File: src/riscv_defs.svh
`ifndef RISCV_DEFS_SVH
`define RISCV_DEFS_SVH

`define XLEN       32
`define REG_ADDR_W 5

// Major opcodes of the supported 32-bit groups
`define OPC_OP     7'b0110011
`define OPC_OP_IMM 7'b0010011
`define OPC_LUI    7'b0110111
`define OPC_AUIPC  7'b0010111
`define OPC_SYSTEM 7'b1110011

// Machine-mode exception causes
`define CAUSE_ILLEGAL    4'd2
`define CAUSE_BREAKPOINT 4'd3
`define CAUSE_ECALL_M    4'd11

`endif

File: src/riscv_pkg.sv
`include "riscv_defs.svh"

package riscv_pkg;

    typedef enum logic [3:0] {
        ALU_ADD,
        ALU_SUB,
        ALU_SLL,
        ALU_SLT,
        ALU_SLTU,
        ALU_XOR,
        ALU_SRL,
        ALU_SRA,
        ALU_OR,
        ALU_AND,
        ALU_PASS_B
    } alu_op_t;

    typedef struct packed {
        logic [6:0]             funct7;
        logic [`REG_ADDR_W-1:0] rs2;
        logic [`REG_ADDR_W-1:0] rs1;
        logic [2:0]             funct3;
        logic [`REG_ADDR_W-1:0] rd;
        logic [6:0]             opcode;
    } instr_full_t;

    typedef struct packed {
        logic [15:0]            upper;  // Unused by a 16-bit instruction
        logic [3:0]             funct4;
        logic [`REG_ADDR_W-1:0] rd_rs1;
        logic [`REG_ADDR_W-1:0] rs2;
        logic [1:0]             op;
    } instr_comp_t;

    typedef union packed {
        instr_full_t r;
        instr_comp_t c;
    } instr_word_t;

    typedef struct packed {
        logic                   valid;
        logic                   wren;
        logic                   rden1;
        logic                   rden2;
        logic [`REG_ADDR_W-1:0] waddr;
        logic [`REG_ADDR_W-1:0] raddr1;
        logic [`REG_ADDR_W-1:0] raddr2;
        logic [`XLEN-1:0]       imm;
        logic                   use_imm;
        logic                   use_pc;
        alu_op_t                alu_op;
        logic                   ebreak;
        logic                   ecall;
    } decode_ctrl_t;

    typedef struct packed {
        logic                   valid;
        logic [`XLEN-1:0]       pc;
        logic [`XLEN-1:0]       npc;
        instr_word_t            instr;
        logic                   wren;
        logic [`REG_ADDR_W-1:0] waddr;
        logic [`XLEN-1:0]       rdata1;
        logic [`XLEN-1:0]       rdata2;
        logic [`XLEN-1:0]       imm;
        logic                   use_imm;
        logic                   use_pc;
        alu_op_t                alu_op;
        logic                   exception;
        logic [3:0]             ecause;
    } decode_out_t;

    typedef struct packed {
        logic                   valid;
        logic [`XLEN-1:0]       pc;
        logic [`XLEN-1:0]       npc;
        instr_word_t            instr;
        logic                   wren;
        logic [`REG_ADDR_W-1:0] waddr;
        logic [`XLEN-1:0]       result;
        logic                   exception;
        logic [3:0]             ecause;
    } exec_out_t;

    typedef struct packed {
        logic                   valid;
        logic [`XLEN-1:0]       pc;
        logic [`XLEN-1:0]       npc;
        instr_word_t            instr;  // Also the exception value
        logic                   wren;
        logic [`REG_ADDR_W-1:0] waddr;
        logic [`XLEN-1:0]       wdata;
        logic                   exception;
        logic [3:0]             ecause;
    } retire_t;

endpackage

File: src/instr_decoder.sv
`timescale 1ns/1ps
`include "riscv_defs.svh"

module instr_decoder (
    input  riscv_pkg::instr_word_t  instr,
    output riscv_pkg::decode_ctrl_t ctrl
);

    logic [`XLEN-1:0] imm_i;
    logic [`XLEN-1:0] imm_u;

    assign imm_i = {{(`XLEN-12){instr.r.funct7[6]}}, instr.r.funct7, instr.r.rs2};
    assign imm_u = {instr.r.funct7, instr.r.rs2, instr.r.rs1, instr.r.funct3, 12'b0};

    always_comb begin
        ctrl        = '0;
        ctrl.waddr  = instr.r.rd;
        ctrl.raddr1 = instr.r.rs1;
        ctrl.raddr2 = instr.r.rs2;
        ctrl.alu_op = riscv_pkg::ALU_ADD;
        case (instr.r.opcode)
            `OPC_OP_IMM: begin
                ctrl.valid   = 1'b1;
                ctrl.wren    = 1'b1;
                ctrl.rden1   = 1'b1;
                ctrl.use_imm = 1'b1;
                ctrl.imm     = imm_i;
                case (instr.r.funct3)
                    3'b000: ctrl.alu_op = riscv_pkg::ALU_ADD;
                    3'b001: begin
                        ctrl.alu_op = riscv_pkg::ALU_SLL;
                        ctrl.valid  = (instr.r.funct7 == 7'b0000000);
                    end
                    3'b010: ctrl.alu_op = riscv_pkg::ALU_SLT;
                    3'b011: ctrl.alu_op = riscv_pkg::ALU_SLTU;
                    3'b100: ctrl.alu_op = riscv_pkg::ALU_XOR;
                    3'b101: begin
                        // Bit 30 picks the arithmetic shift
                        ctrl.alu_op = instr.r.funct7[5] ? riscv_pkg::ALU_SRA : riscv_pkg::ALU_SRL;
                        ctrl.valid  = ({instr.r.funct7[6], instr.r.funct7[4:0]} == 6'b0);
                    end
                    3'b110: ctrl.alu_op = riscv_pkg::ALU_OR;
                    default: ctrl.alu_op = riscv_pkg::ALU_AND;
                endcase
            end
            `OPC_OP: begin
                ctrl.valid = 1'b1;
                ctrl.wren  = 1'b1;
                ctrl.rden1 = 1'b1;
                ctrl.rden2 = 1'b1;
                case ({instr.r.funct7, instr.r.funct3})
                    10'b0000000_000: ctrl.alu_op = riscv_pkg::ALU_ADD;
                    10'b0100000_000: ctrl.alu_op = riscv_pkg::ALU_SUB;
                    10'b0000000_001: ctrl.alu_op = riscv_pkg::ALU_SLL;
                    10'b0000000_010: ctrl.alu_op = riscv_pkg::ALU_SLT;
                    10'b0000000_011: ctrl.alu_op = riscv_pkg::ALU_SLTU;
                    10'b0000000_100: ctrl.alu_op = riscv_pkg::ALU_XOR;
                    10'b0000000_101: ctrl.alu_op = riscv_pkg::ALU_SRL;
                    10'b0100000_101: ctrl.alu_op = riscv_pkg::ALU_SRA;
                    10'b0000000_110: ctrl.alu_op = riscv_pkg::ALU_OR;
                    10'b0000000_111: ctrl.alu_op = riscv_pkg::ALU_AND;
                    default: ctrl.valid = 1'b0;
                endcase
            end
            `OPC_LUI: begin
                ctrl.valid   = 1'b1;
                ctrl.wren    = 1'b1;
                ctrl.use_imm = 1'b1;
                ctrl.imm     = imm_u;
                ctrl.alu_op  = riscv_pkg::ALU_PASS_B;
            end
            `OPC_AUIPC: begin
                ctrl.valid   = 1'b1;
                ctrl.wren    = 1'b1;
                ctrl.use_imm = 1'b1;
                ctrl.use_pc  = 1'b1;
                ctrl.imm     = imm_u;
            end
            `OPC_SYSTEM: begin
                // Only ECALL and EBREAK are decoded and they need every other field zero
                if (instr.r.funct3 == 3'b000 && instr.r.rd == '0 && instr.r.rs1 == '0 &&
                    instr.r.funct7 == 7'b0000000) begin
                    ctrl.ecall  = (instr.r.rs2 == 5'd0);
                    ctrl.ebreak = (instr.r.rs2 == 5'd1);
                    ctrl.valid  = ctrl.ecall | ctrl.ebreak;
                end
            end
            default: ctrl.valid = 1'b0;
        endcase
    end

endmodule

File: src/compress_decoder.sv
`timescale 1ns/1ps
`include "riscv_defs.svh"

module compress_decoder (
    input  riscv_pkg::instr_word_t  instr,
    output riscv_pkg::decode_ctrl_t ctrl
);

    logic [`XLEN-1:0] imm_ci;
    logic             rs2_zero;
    logic             rd_zero;

    // CI immediate is bit 12 over bits 6:2, which land in funct4[0] and rs2
    assign imm_ci   = {{(`XLEN-5){instr.c.funct4[0]}}, instr.c.rs2};
    assign rs2_zero = (instr.c.rs2 == '0);
    assign rd_zero  = (instr.c.rd_rs1 == '0);

    always_comb begin
        ctrl        = '0;
        ctrl.waddr  = instr.c.rd_rs1;
        ctrl.raddr1 = instr.c.rd_rs1;
        ctrl.raddr2 = instr.c.rs2;
        ctrl.alu_op = riscv_pkg::ALU_ADD;
        ctrl.imm    = imm_ci;
        case (instr.c.op)
            2'b01: begin
                ctrl.wren    = 1'b1;
                ctrl.rden1   = 1'b1;
                ctrl.use_imm = 1'b1;
                case (instr.c.funct4[3:1])
                    3'b000: ctrl.valid = 1'b1;  // C.ADDI
                    3'b010: begin
                        ctrl.raddr1 = '0;  // C.LI adds to x0
                        ctrl.valid  = 1'b1;
                    end
                    default: ctrl.valid = 1'b0;
                endcase
            end
            2'b10: begin
                if (instr.c.funct4 == 4'b1000 && !rs2_zero) begin
                    ctrl.valid  = 1'b1;  // C.MV
                    ctrl.wren   = 1'b1;
                    ctrl.rden1  = 1'b1;
                    ctrl.rden2  = 1'b1;
                    ctrl.raddr1 = '0;
                end else if (instr.c.funct4 == 4'b1001 && !rs2_zero) begin
                    ctrl.valid = 1'b1;  // C.ADD
                    ctrl.wren  = 1'b1;
                    ctrl.rden1 = 1'b1;
                    ctrl.rden2 = 1'b1;
                end else if (instr.c.funct4 == 4'b1001 && rd_zero) begin
                    ctrl.valid  = 1'b1;
                    ctrl.ebreak = 1'b1;
                end
            end
            default: ctrl.valid = 1'b0;
        endcase
    end

endmodule

File: src/register_file.sv
`timescale 1ns/1ps
`include "riscv_defs.svh"

module register_file (
    input  logic                   clk,
    input  logic                   rst,
    input  logic [`REG_ADDR_W-1:0] raddr1,
    input  logic [`REG_ADDR_W-1:0] raddr2,
    output logic [`XLEN-1:0]       rdata1,
    output logic [`XLEN-1:0]       rdata2,
    input  logic                   wren,
    input  logic [`REG_ADDR_W-1:0] waddr,
    input  logic [`XLEN-1:0]       wdata
);

    logic [`XLEN-1:0] regs [1:31];  // x0 has no storage

    always_ff @(posedge clk) begin
        if (!rst) begin
            for (int i = 1; i < 32; i++) begin
                regs[i] <= '0;
            end
        end else if (wren && waddr != '0) begin
            regs[waddr] <= wdata;
        end
    end

    // Forwarding in decode covers the write in flight so reads need no write-through
    assign rdata1 = (raddr1 == '0) ? '0 : regs[raddr1];
    assign rdata2 = (raddr2 == '0) ? '0 : regs[raddr2];

endmodule

File: src/decode_stage.sv
`timescale 1ns/1ps
`include "riscv_defs.svh"

module decode_stage (
    input  logic                   clk,
    input  logic                   rst,
    input  logic                   instr_valid,
    input  logic [`XLEN-1:0]       pc,
    input  riscv_pkg::instr_word_t instr,
    output logic [`REG_ADDR_W-1:0] rf_raddr1,
    output logic [`REG_ADDR_W-1:0] rf_raddr2,
    input  logic [`XLEN-1:0]       rf_rdata1,
    input  logic [`XLEN-1:0]       rf_rdata2,
    input  riscv_pkg::exec_out_t   ex_fwd,
    input  riscv_pkg::exec_out_t   ex_reg,
    output riscv_pkg::decode_out_t q
);

    riscv_pkg::decode_ctrl_t ctrl_full;
    riscv_pkg::decode_ctrl_t ctrl_comp;
    riscv_pkg::decode_ctrl_t ctrl;
    riscv_pkg::decode_out_t  d;
    logic                    is_full;

    function automatic logic [`XLEN-1:0] fwd_operand(
        input logic                   rden,
        input logic [`REG_ADDR_W-1:0] raddr,
        input logic [`XLEN-1:0]       rf_data,
        input riscv_pkg::exec_out_t   near,
        input riscv_pkg::exec_out_t   far
    );
        logic want;
        want = rden && raddr != '0;
        if (want && near.valid && near.wren && near.waddr == raddr) begin
            return near.result;
        end else if (want && far.valid && far.wren && far.waddr == raddr) begin
            return far.result;
        end
        return rf_data;
    endfunction

    instr_decoder i_instr_decoder (
        .instr (instr),
        .ctrl  (ctrl_full)
    );

    compress_decoder i_compress_decoder (
        .instr (instr),
        .ctrl  (ctrl_comp)
    );

    assign is_full   = (instr.c.op == 2'b11);
    assign ctrl      = is_full ? ctrl_full : ctrl_comp;
    assign rf_raddr1 = ctrl.raddr1;
    assign rf_raddr2 = ctrl.raddr2;

    always_comb begin
        d         = '0;
        d.valid   = instr_valid;
        d.pc      = pc;
        d.npc     = pc + (is_full ? `XLEN'd4 : `XLEN'd2);
        d.instr   = instr;
        d.waddr   = ctrl.waddr;
        d.imm     = ctrl.imm;
        d.use_imm = ctrl.use_imm;
        d.use_pc  = ctrl.use_pc;
        d.alu_op  = ctrl.alu_op;
        d.rdata1  = fwd_operand(ctrl.rden1, ctrl.raddr1, rf_rdata1, ex_fwd, ex_reg);
        d.rdata2  = fwd_operand(ctrl.rden2, ctrl.raddr2, rf_rdata2, ex_fwd, ex_reg);
        if (!ctrl.valid) begin
            d.exception = 1'b1;
            d.ecause    = `CAUSE_ILLEGAL;
        end else if (ctrl.ebreak) begin
            d.exception = 1'b1;
            d.ecause    = `CAUSE_BREAKPOINT;
        end else if (ctrl.ecall) begin
            d.exception = 1'b1;
            d.ecause    = `CAUSE_ECALL_M;
        end
        d.wren      = instr_valid & ctrl.wren & ~d.exception;
        d.exception = instr_valid & d.exception;
    end

    always_ff @(posedge clk) begin
        q <= d;
        if (!rst) begin
            q.valid     <= 1'b0;
            q.wren      <= 1'b0;
            q.exception <= 1'b0;
        end
    end

endmodule

File: src/execute_stage.sv
`timescale 1ns/1ps
`include "riscv_defs.svh"

module execute_stage (
    input  logic                   clk,
    input  logic                   rst,
    input  riscv_pkg::decode_out_t d,
    output riscv_pkg::exec_out_t   y,
    output riscv_pkg::exec_out_t   q
);

    logic [`XLEN-1:0] op_a;
    logic [`XLEN-1:0] op_b;
    logic [4:0]       shamt;
    logic [`XLEN-1:0] result;

    assign op_a  = d.use_pc ? d.pc : d.rdata1;
    assign op_b  = d.use_imm ? d.imm : d.rdata2;
    assign shamt = op_b[4:0];

    always_comb begin
        case (d.alu_op)
            riscv_pkg::ALU_ADD:    result = op_a + op_b;
            riscv_pkg::ALU_SUB:    result = op_a - op_b;
            riscv_pkg::ALU_SLL:    result = op_a << shamt;
            riscv_pkg::ALU_SLT:    result = {{(`XLEN-1){1'b0}}, $signed(op_a) < $signed(op_b)};
            riscv_pkg::ALU_SLTU:   result = {{(`XLEN-1){1'b0}}, op_a < op_b};
            riscv_pkg::ALU_XOR:    result = op_a ^ op_b;
            riscv_pkg::ALU_SRL:    result = op_a >> shamt;
            riscv_pkg::ALU_SRA:    result = $unsigned($signed(op_a) >>> shamt);
            riscv_pkg::ALU_OR:     result = op_a | op_b;
            riscv_pkg::ALU_AND:    result = op_a & op_b;
            riscv_pkg::ALU_PASS_B: result = op_b;
            default:               result = '0;
        endcase
    end

    always_comb begin
        y.valid     = d.valid;
        y.pc        = d.pc;
        y.npc       = d.npc;
        y.instr     = d.instr;
        y.wren      = d.wren;
        y.waddr     = d.waddr;
        y.result    = result;
        y.exception = d.exception;
        y.ecause    = d.ecause;
    end

    always_ff @(posedge clk) begin
        q <= y;
        if (!rst) begin
            q.valid     <= 1'b0;
            q.wren      <= 1'b0;
            q.exception <= 1'b0;
        end
    end

endmodule

File: src/retire_stage.sv
`timescale 1ns/1ps
`include "riscv_defs.svh"

module retire_stage (
    input  logic                   clk,
    input  logic                   rst,
    input  riscv_pkg::exec_out_t   e,
    output logic                   rf_wren,
    output logic [`REG_ADDR_W-1:0] rf_waddr,
    output logic [`XLEN-1:0]       rf_wdata,
    output riscv_pkg::retire_t     retire
);

    // Writes to x0 are dropped here so the retire record shows no write
    assign rf_wren  = e.valid & e.wren & ~e.exception & (e.waddr != '0);
    assign rf_waddr = e.waddr;
    assign rf_wdata = e.result;

    always_ff @(posedge clk) begin
        if (!rst) begin
            retire.valid     <= 1'b0;
            retire.wren      <= 1'b0;
            retire.exception <= 1'b0;
        end else begin
            retire.valid     <= e.valid;
            retire.wren      <= rf_wren;
            retire.exception <= e.valid & e.exception;
        end
        retire.pc     <= e.pc;
        retire.npc    <= e.npc;
        retire.instr  <= e.instr;
        retire.waddr  <= e.waddr;
        retire.wdata  <= e.result;
        retire.ecause <= e.ecause;
    end

endmodule

File: src/core_top.sv
`timescale 1ns/1ps
`include "riscv_defs.svh"

module core_top (
    input  logic                   clk,
    input  logic                   rst,
    input  logic                   instr_valid,
    input  logic [`XLEN-1:0]       pc,
    input  riscv_pkg::instr_word_t instr,
    output riscv_pkg::retire_t     retire
);

    logic [`REG_ADDR_W-1:0] rf_raddr1;
    logic [`REG_ADDR_W-1:0] rf_raddr2;
    logic [`XLEN-1:0]       rf_rdata1;
    logic [`XLEN-1:0]       rf_rdata2;
    logic                   rf_wren;
    logic [`REG_ADDR_W-1:0] rf_waddr;
    logic [`XLEN-1:0]       rf_wdata;
    riscv_pkg::decode_out_t dec_q;
    riscv_pkg::exec_out_t   ex_y;
    riscv_pkg::exec_out_t   ex_q;

    decode_stage i_decode_stage (
        .clk         (clk),
        .rst         (rst),
        .instr_valid (instr_valid),
        .pc          (pc),
        .instr       (instr),
        .rf_raddr1   (rf_raddr1),
        .rf_raddr2   (rf_raddr2),
        .rf_rdata1   (rf_rdata1),
        .rf_rdata2   (rf_rdata2),
        .ex_fwd      (ex_y),
        .ex_reg      (ex_q),
        .q           (dec_q)
    );

    execute_stage i_execute_stage (
        .clk (clk),
        .rst (rst),
        .d   (dec_q),
        .y   (ex_y),
        .q   (ex_q)
    );

    retire_stage i_retire_stage (
        .clk      (clk),
        .rst      (rst),
        .e        (ex_q),
        .rf_wren  (rf_wren),
        .rf_waddr (rf_waddr),
        .rf_wdata (rf_wdata),
        .retire   (retire)
    );

    register_file i_register_file (
        .clk    (clk),
        .rst    (rst),
        .raddr1 (rf_raddr1),
        .raddr2 (rf_raddr2),
        .rdata1 (rf_rdata1),
        .rdata2 (rf_rdata2),
        .wren   (rf_wren),
        .waddr  (rf_waddr),
        .wdata  (rf_wdata)
    );

endmodule

File: config.mk
export PLATFORM = sky130hd
export DESIGN_NAME = core_top
export DESIGN_NICKNAME = d
export VERILOG_FILES = /design/src/riscv_pkg.sv /design/src/instr_decoder.sv /design/src/compress_decoder.sv /design/src/register_file.sv /design/src/decode_stage.sv /design/src/execute_stage.sv /design/src/retire_stage.sv /design/src/core_top.sv
export VERILOG_INCLUDE_DIRS = /design/src
export SDC_FILE = /design/constraint.sdc
export NUM_CORES = 2
export LEC_CHECK = 0
export ABC_CLOCK_PERIOD_IN_PS = 5610
export BUFFER_PORTS_ARGS = -buffer_cell sky130_fd_sc_hd__buf_4
export CORE_ASPECT_RATIO = 1.4
export CORE_MARGIN = 2
export CORE_UTILIZATION = 55
export CTS_CLUSTER_SIZE = 30
export DETAILED_ROUTE_END_ITERATION = 8
export PLACE_DENSITY = 0.81
export SLEW_MARGIN = 30
export SYNTH_ARGS = -nofsm -noshare
export SYNTH_HDL_FRONTEND = slang
export SYNTH_SLANG_ARGS = --single-unit
File: constraint.sdc
create_clock -name clk -period 5.61 [get_ports clk]
set_clock_uncertainty 0.15 [all_clocks]
set_input_delay 0.561 -clock clk [delete_from_list [all_inputs] [get_ports clk]]
set_output_delay 0.561 -clock clk [all_outputs]
set_load 0.1 [all_outputs]
### After elaboration in Yosys (flattened, before gate mapping)

Memory sizes are Yosys's and may differ from the RTL's.
Cells that the tools add are included.

| storage, ports and cells | value |
|---|---|
| register bits after elaboration | 490 |
| memory bits (writable) | 992 |
| bits of input ports | 67 |
| output and inout bits | 140 |
| logic and storage cells | 198 |
| memories kept | 1 |

| cells by class | value |
|---|---|
| $add $sub $neg | 3 |
| $lt $le $gt $ge | 2 |
| equal/unequal tests | 41 |
| shifts and indexed selects | 3 |
| multiplexer cells | 57 |
| bitwise gates (word level) | 14 |
| reductions and logical operators | 44 |

Memory list:

| name | depth | width | read ports | clocked after Yosys merged registers in | write ports | line | text |
|---|---|---|---|---|---|---|---|
| i_register_file.regs | 31 | 32 | 2 | 0 | 31 | register_file.sv:16 | `` logic [`XLEN-1:0] regs [1:31]; `` |

Operators with widths:

| kind | number |
|---|---|
| $mux W32 | 11 |
| $pmux W32 S11 | 1 |
| $pmux W33 S2 | 1 |
| $add A32 B32 Y32 | 2 |
| $lt A32 B32 Y1 | 2 |
| $mux W59 | 1 |
| $eq A10 B3 Y1 const B | 4 |
| $pmux W4 S9 | 1 |
| $and A32 B32 Y32 | 1 |
| $or A32 B32 Y32 | 1 |
| $reduce_or A32 Y1 | 1 |
| $shl A32 B5 Y32 | 1 |
| $shr A32 B5 Y32 | 1 |
| $sshr A32 B5 Y32 | 1 |
| $sub A32 B32 Y32 | 1 |
| $xor A32 B32 Y32 | 1 |
| $logic_not A5 Y1 | 6 |
| $mux W5 | 6 |
| $pmux W4 S7 | 1 |
| $mux W1 | 24 |
| $logic_and A1 B1 Y1 | 21 |
| $eq A10 B2 Y1 const B | 2 |
| $eq A10 B9 Y1 const B | 2 |
| $eq A4 B4 Y1 const B | 5 |
| other kinds (35) | 66 |

### Depth between registers and ports, before layout

| logic depth | value |
|---|---|
| depth after elaboration | 15 |
| gate-level depth with buffers | 19 |
| depth with buffers taken out | 15 |

### By module

A second synthesis with hierarchy kept.

| unflattened totals | value |
|---|---|
| cells, all modules | 6,323 |
| area, all modules | 79,262.3 um2 |

By module, submodules not included:

| module | times used | cells an instance | area each (um2) | sequential area each (um2) |
|---|---|---|---|---|
| register_file | 1 | 3,505 | 54,214.5 | 30,749.5 |
| execute_stage | 1 | 1,718 | 13,156.4 | 2,802.7 |
| decode_stage | 1 | 723 | 7,424.6 | 4,164.0 |
| retire_stage | 1 | 185 | 3,144.3 | 2,802.7 |
| instr_decoder | 1 | 115 | 762.0 | 0.0 |
| compress_decoder | 1 | 77 | 560.5 | 0.0 |

### Least setup slack after synthesis

Ideal clock, no wire load.

| timing path | value |
|---|---|
| kind | flip-flop to flip-flop |
| start point | register i_decode_stage.q[10] (netlist name) |
| end point | register i_decode_stage.q[98] (netlist name) |
| setup time | 0.122 ns |
| arrival | 4.695 ns |
| data required time | 5.338 ns |
| slack | 0.643 ns |
| cell stages (with the launch flop) | 20 |
| buffers on the path | 6 |
| clock period less this slack | 4.967 ns |
| path through | dfxtp_1 > mux2_2 > buf_2 > clkinv_1 > clkbuf_1 > buf_2 > buf_1 > clkbuf_1 > ha_1 > clkbuf_1 > nand2b_1 > o211ai_1 > a311oi_1 > nor2_1 > o41ai_1 > a41oi_1 > a21oi_1 > xnor2_1 > a2111o_1 > a221o_1 |

RTL lines:

| what | line | text |
|---|---|---|
| start: declaration | decode_stage.sv:16 | `output riscv_pkg::decode_out_t q` |

==> results.cfg <==
[yosys]
synth_top_area_share = 0.388
synth.most_common_cell = nand2_1
synth_area_sq_um = 79300
synth_edf_count = 1024
yosysSeqAreaShare = 0.506
async_reset_ff_frac = 0
yosys_warnings = 0
post-synth-top-area-cell = edfxtp_1
synth.distinct_cells = 98
synth_area_leaders = edfxtp_1 (39%), dfxtp_1 (12%), nand2_1 (8.7%)
synth_seq_cells = 1493
synth_commonest_cells = nand2_1 (1,834), edfxtp_1 (1,024), and2_1 (1,008)
ys.flop_type = edfxtp_1
syn_avg_cell_area_sq_um = 9.50
synthCells = 8351

[pwr]
p_int_mw = 21.9
combPwrFrac = 0.340
p_per_area_nw_per_um2 = 399
ir_worst_vdd_uv = 482
power.switching_mw = 14.4
clockPowerShare = 0.284
p_seq_frac = 0.375
netSwitchingFraction = 0.396
power_mw = 36.2
p_leak_nw = 35.2

[route]
dr.pass1.iters = 9
vias = 73800
ant_nets = 0
route.detailed.drc = 54
wl_per_cell_um = 34.5
drt-total-wl_um = 363000
viasPerCell = 7.00
drtIter0Drc = 12300

[timing]
period_minus_slack_ns = 5.49
setup_slack_ns = 0.124
setup-tns-final_ns = 0
finalSetupViolations = 0
slew_headroom = 0.210
finalCritPeriodShare = 0.978
fmax_mhz = 182
slew_violations = 0
grt_setup_unrepaired = false
final-hold-violation-count = 0
tightest_slew_ns = 1.18

[floorplanning]
dieHeight_um = 453
io_pins = 207
dieArea_sq_um = 147000
start_util = 0.555
core_sq_um = 143000
die_w_um = 325
rows = 164

[cts]
cts.path.max_buffers = 3
cts_tree = yes
clock_latency_ns = 0.83
cts.sinks = 1493
clk_pin_slew_ns = 0.06
cts_root_buf = clkbuf_16
h-tree-depth = 4
cts_buffers = 142

[grt]
grt_pass1_wl_um = 510000
grt.total_usage = 0.484
grt_max_degree = 133
antenna_found_initial = 26
grt_pass1_vias = 72000
grt-ovfl-total = 0

[hold_path]
hold_end = i_decode_stage.q[3]$_SDFF_PP0_
worstHoldStart = instr[15]
holdPathStages = 4
min_path_type = input port to flip-flop

[final_layout]
layout.nets = 8673
drive_above_1_share = 0.136
regArea_sq_um = 40200
multi_input_area_sq_um = 36600
syn2layout_area_growth_pct = 14.5
fillCellCount = 11100

[setup_path]
crit_arrival_ns = 6.02
critical-path-max-stage-delay_ns = 0.92
crit_fanout = 5
timing.reg2reg.worst_path_depth = 15
critPathBufInv = 3
criticalPathCategory = flip-flop to flip-flop
critPathRequiredTime_ns = 6.15
r2r_end = i_decode_stage.q[63]$_DFF_P_
r2r-start = i_decode_stage.q[86]$_DFF_P_
cp_cell_sequence = mux2i_1 -> ha_1 -> nor4_1 -> buf_4 -> nand2_1 -> o31ai_1 -> o21ai_0 -> a31o_2 -> buf_4 -> a21oi_1 -> a21oi_1 -> xnor2_1 -> buf_4 -> o21ai_0 -> a221o_1
crit_path_top_delay_cell = dfxtp_1
regToRegSetupSlack_ns = 0.12
crit_path_frequent_cell = buf_4
crit_path_end_kind = flip-flop
crit_family = compound AO/OA/AOI/OAI gates
worst_setup_path_start_kind = flip-flop

[place]
gp_congestion = 1.08
post-dp-hpwl_um = 243000
io_buffer_count = 205
dpl_worst_slack_ns = 0.0193

[flow_run]
drv_cap = 0

[outcome]
violations = DRC
status = finished, violations left
==> what timing repair did <==
action / in CTS / in global routing
gates resized for setup: 0 / 1
endpoints found under the setup margin: 0 / 1
hold buffers: 64 / 0
buffers inserted: 0 / 0
hold endpoints to repair: 128 / 0
==> worst max path at each step <==
| stage | start | end | slack, ns | cells after the start |
|---|---|---|---|---|
| 6_report | i_decode_stage.q[86]$_DFF_P_ | i_decode_stage.q[63]$_DFF_P_ | 0.12 | 15 |
| 2_1_floorplan | i_decode_stage.q[10]$_DFF_P_ | i_decode_stage.q[98]$_DFF_P_ | 0.64 | 19 |
| 4_1_cts | i_decode_stage.q[9]$_SDFF_PN0_ | i_decode_stage.q[63]$_DFF_P_ | 0.17 | 15 |
| 5_1_grt | i_decode_stage.q[10]$_DFF_P_ | i_decode_stage.q[63]$_DFF_P_ | 0.16 | 16 |
| 3_5_place_dp | instr[0] | i_decode_stage.q[84]$_DFF_P_ | 0.02 | 12 |
| 3_3_place_gp | instr[0] | i_decode_stage.q[84]$_DFF_P_ | -0.39 | 12 |
==> tightest hold or removal path, delay by kind of cell <==
| kind | cells | cell delay, ns |
|---|---|---|
| buffers and inverters | 1 | 0.12 |
| and+or+nand+nor | 3 | 0.26 |
==> state kept, by name, indices dropped and copies added, names as in the netlist <==
signal / cells
i_decode_stage.q: 203
i_register_file.regs: 1024
i_execute_stage.q: 133
i_retire_stage.retire: 133
==> power groups by stage <==
| stage | registers (mW) | clock network [mW] | logic [mW] |
|---|---|---|---|
| floorplan | 14.4 | 0 | 5.53 |
| global placement | 13.7 | 0 | 11.7 |
| detailed placement | 13.8 | 0 | 11.7 |
| CTS | 13.5 | 10.3 | 11.8 |
| global route | 13.6 | 10.7 | 12.6 |
| finish | 13.6 | 10.3 | 12.3 |
==> per-layer routing <==
layer  track usage  wire (um)
met4         0.461      44300
met3         0.160      47900
met2         0.766     162000
met5             0        289
met1         0.506     109000
==> cell families (layout without fill, tap and decap cells) <==
logic type | after synthesis | in the layout | share of synthesized area
xor gates and xnor gates | 71 | 71 | 0.00784
AOI/OAI and AO/OA | 1509 | 1509 | 0.136
and+or+nand+nor | 3974 | 3974 | 0.239
buffers and inverters | 878 | 1098 | 0.0445
DFF | 1493 | 1493 | 0.506
adders and majority gates | 109 | 109 | 0.0175
other | 1 | 51 | 0.0000473
muxes | 316 | 316 | 0.0487
==> cell type report <==
class                   instances  share of cell area
diodes                         18            0.000496
clock buffers                 169              0.0427
clock inverters                81              0.0110
inverters                     129             0.00536
multi-input cells            6012               0.403
flip-flops and latches       1493               0.442
well taps                    1909              0.0263
repair buffers                719              0.0695
==> through the flow <==
step	instances	instance area [sq um]	hold slack [ns]	utilization
3_3_place_gp	10200	85000	0.160	0.595
6_report	10500	90900	0.0436	0.635
4_1_cts	10500	90700	0.0155	0.634
3_5_place_dp	10200	85200	0.162	0.596
2_1_floorplan	8383	79400	0.160	-
5_1_grt	10500	90800	0.0528	0.635
==> cells in the final DEF (no fill, tap or decap), types with 26 or more instances in the layout <==
cell and n:
a2111oi_0 28, nor2_2 33, nor3_1 56, buf_4 596
conb_1 33, o21ai_4 35, ha_1 105, clkbuf_16 149
o211ai_1 52, a211oi_1 89, a22oi_1 28, xnor2_1 56
a21oi_1 332, edfxtp_1 1024, nor4_1 26, a221oi_1 27
dfxtp_1 457, mux2_2 88, a311oi_1 201, a31oi_1 122
inv_1 123, a222oi_1 70, a221o_1 37, nand4_1 35
o21ai_0 129, and3_1 154, a21o_1 49, nor2_1 227
dlygate4sd3_1 64, o22ai_1 63, nand2_1 1831, nand3_1 502
mux4_2 47, buf_12 52, mux2i_1 167, and2_1 1008
No activity file was read; power rests on OpenSTA's default activity.
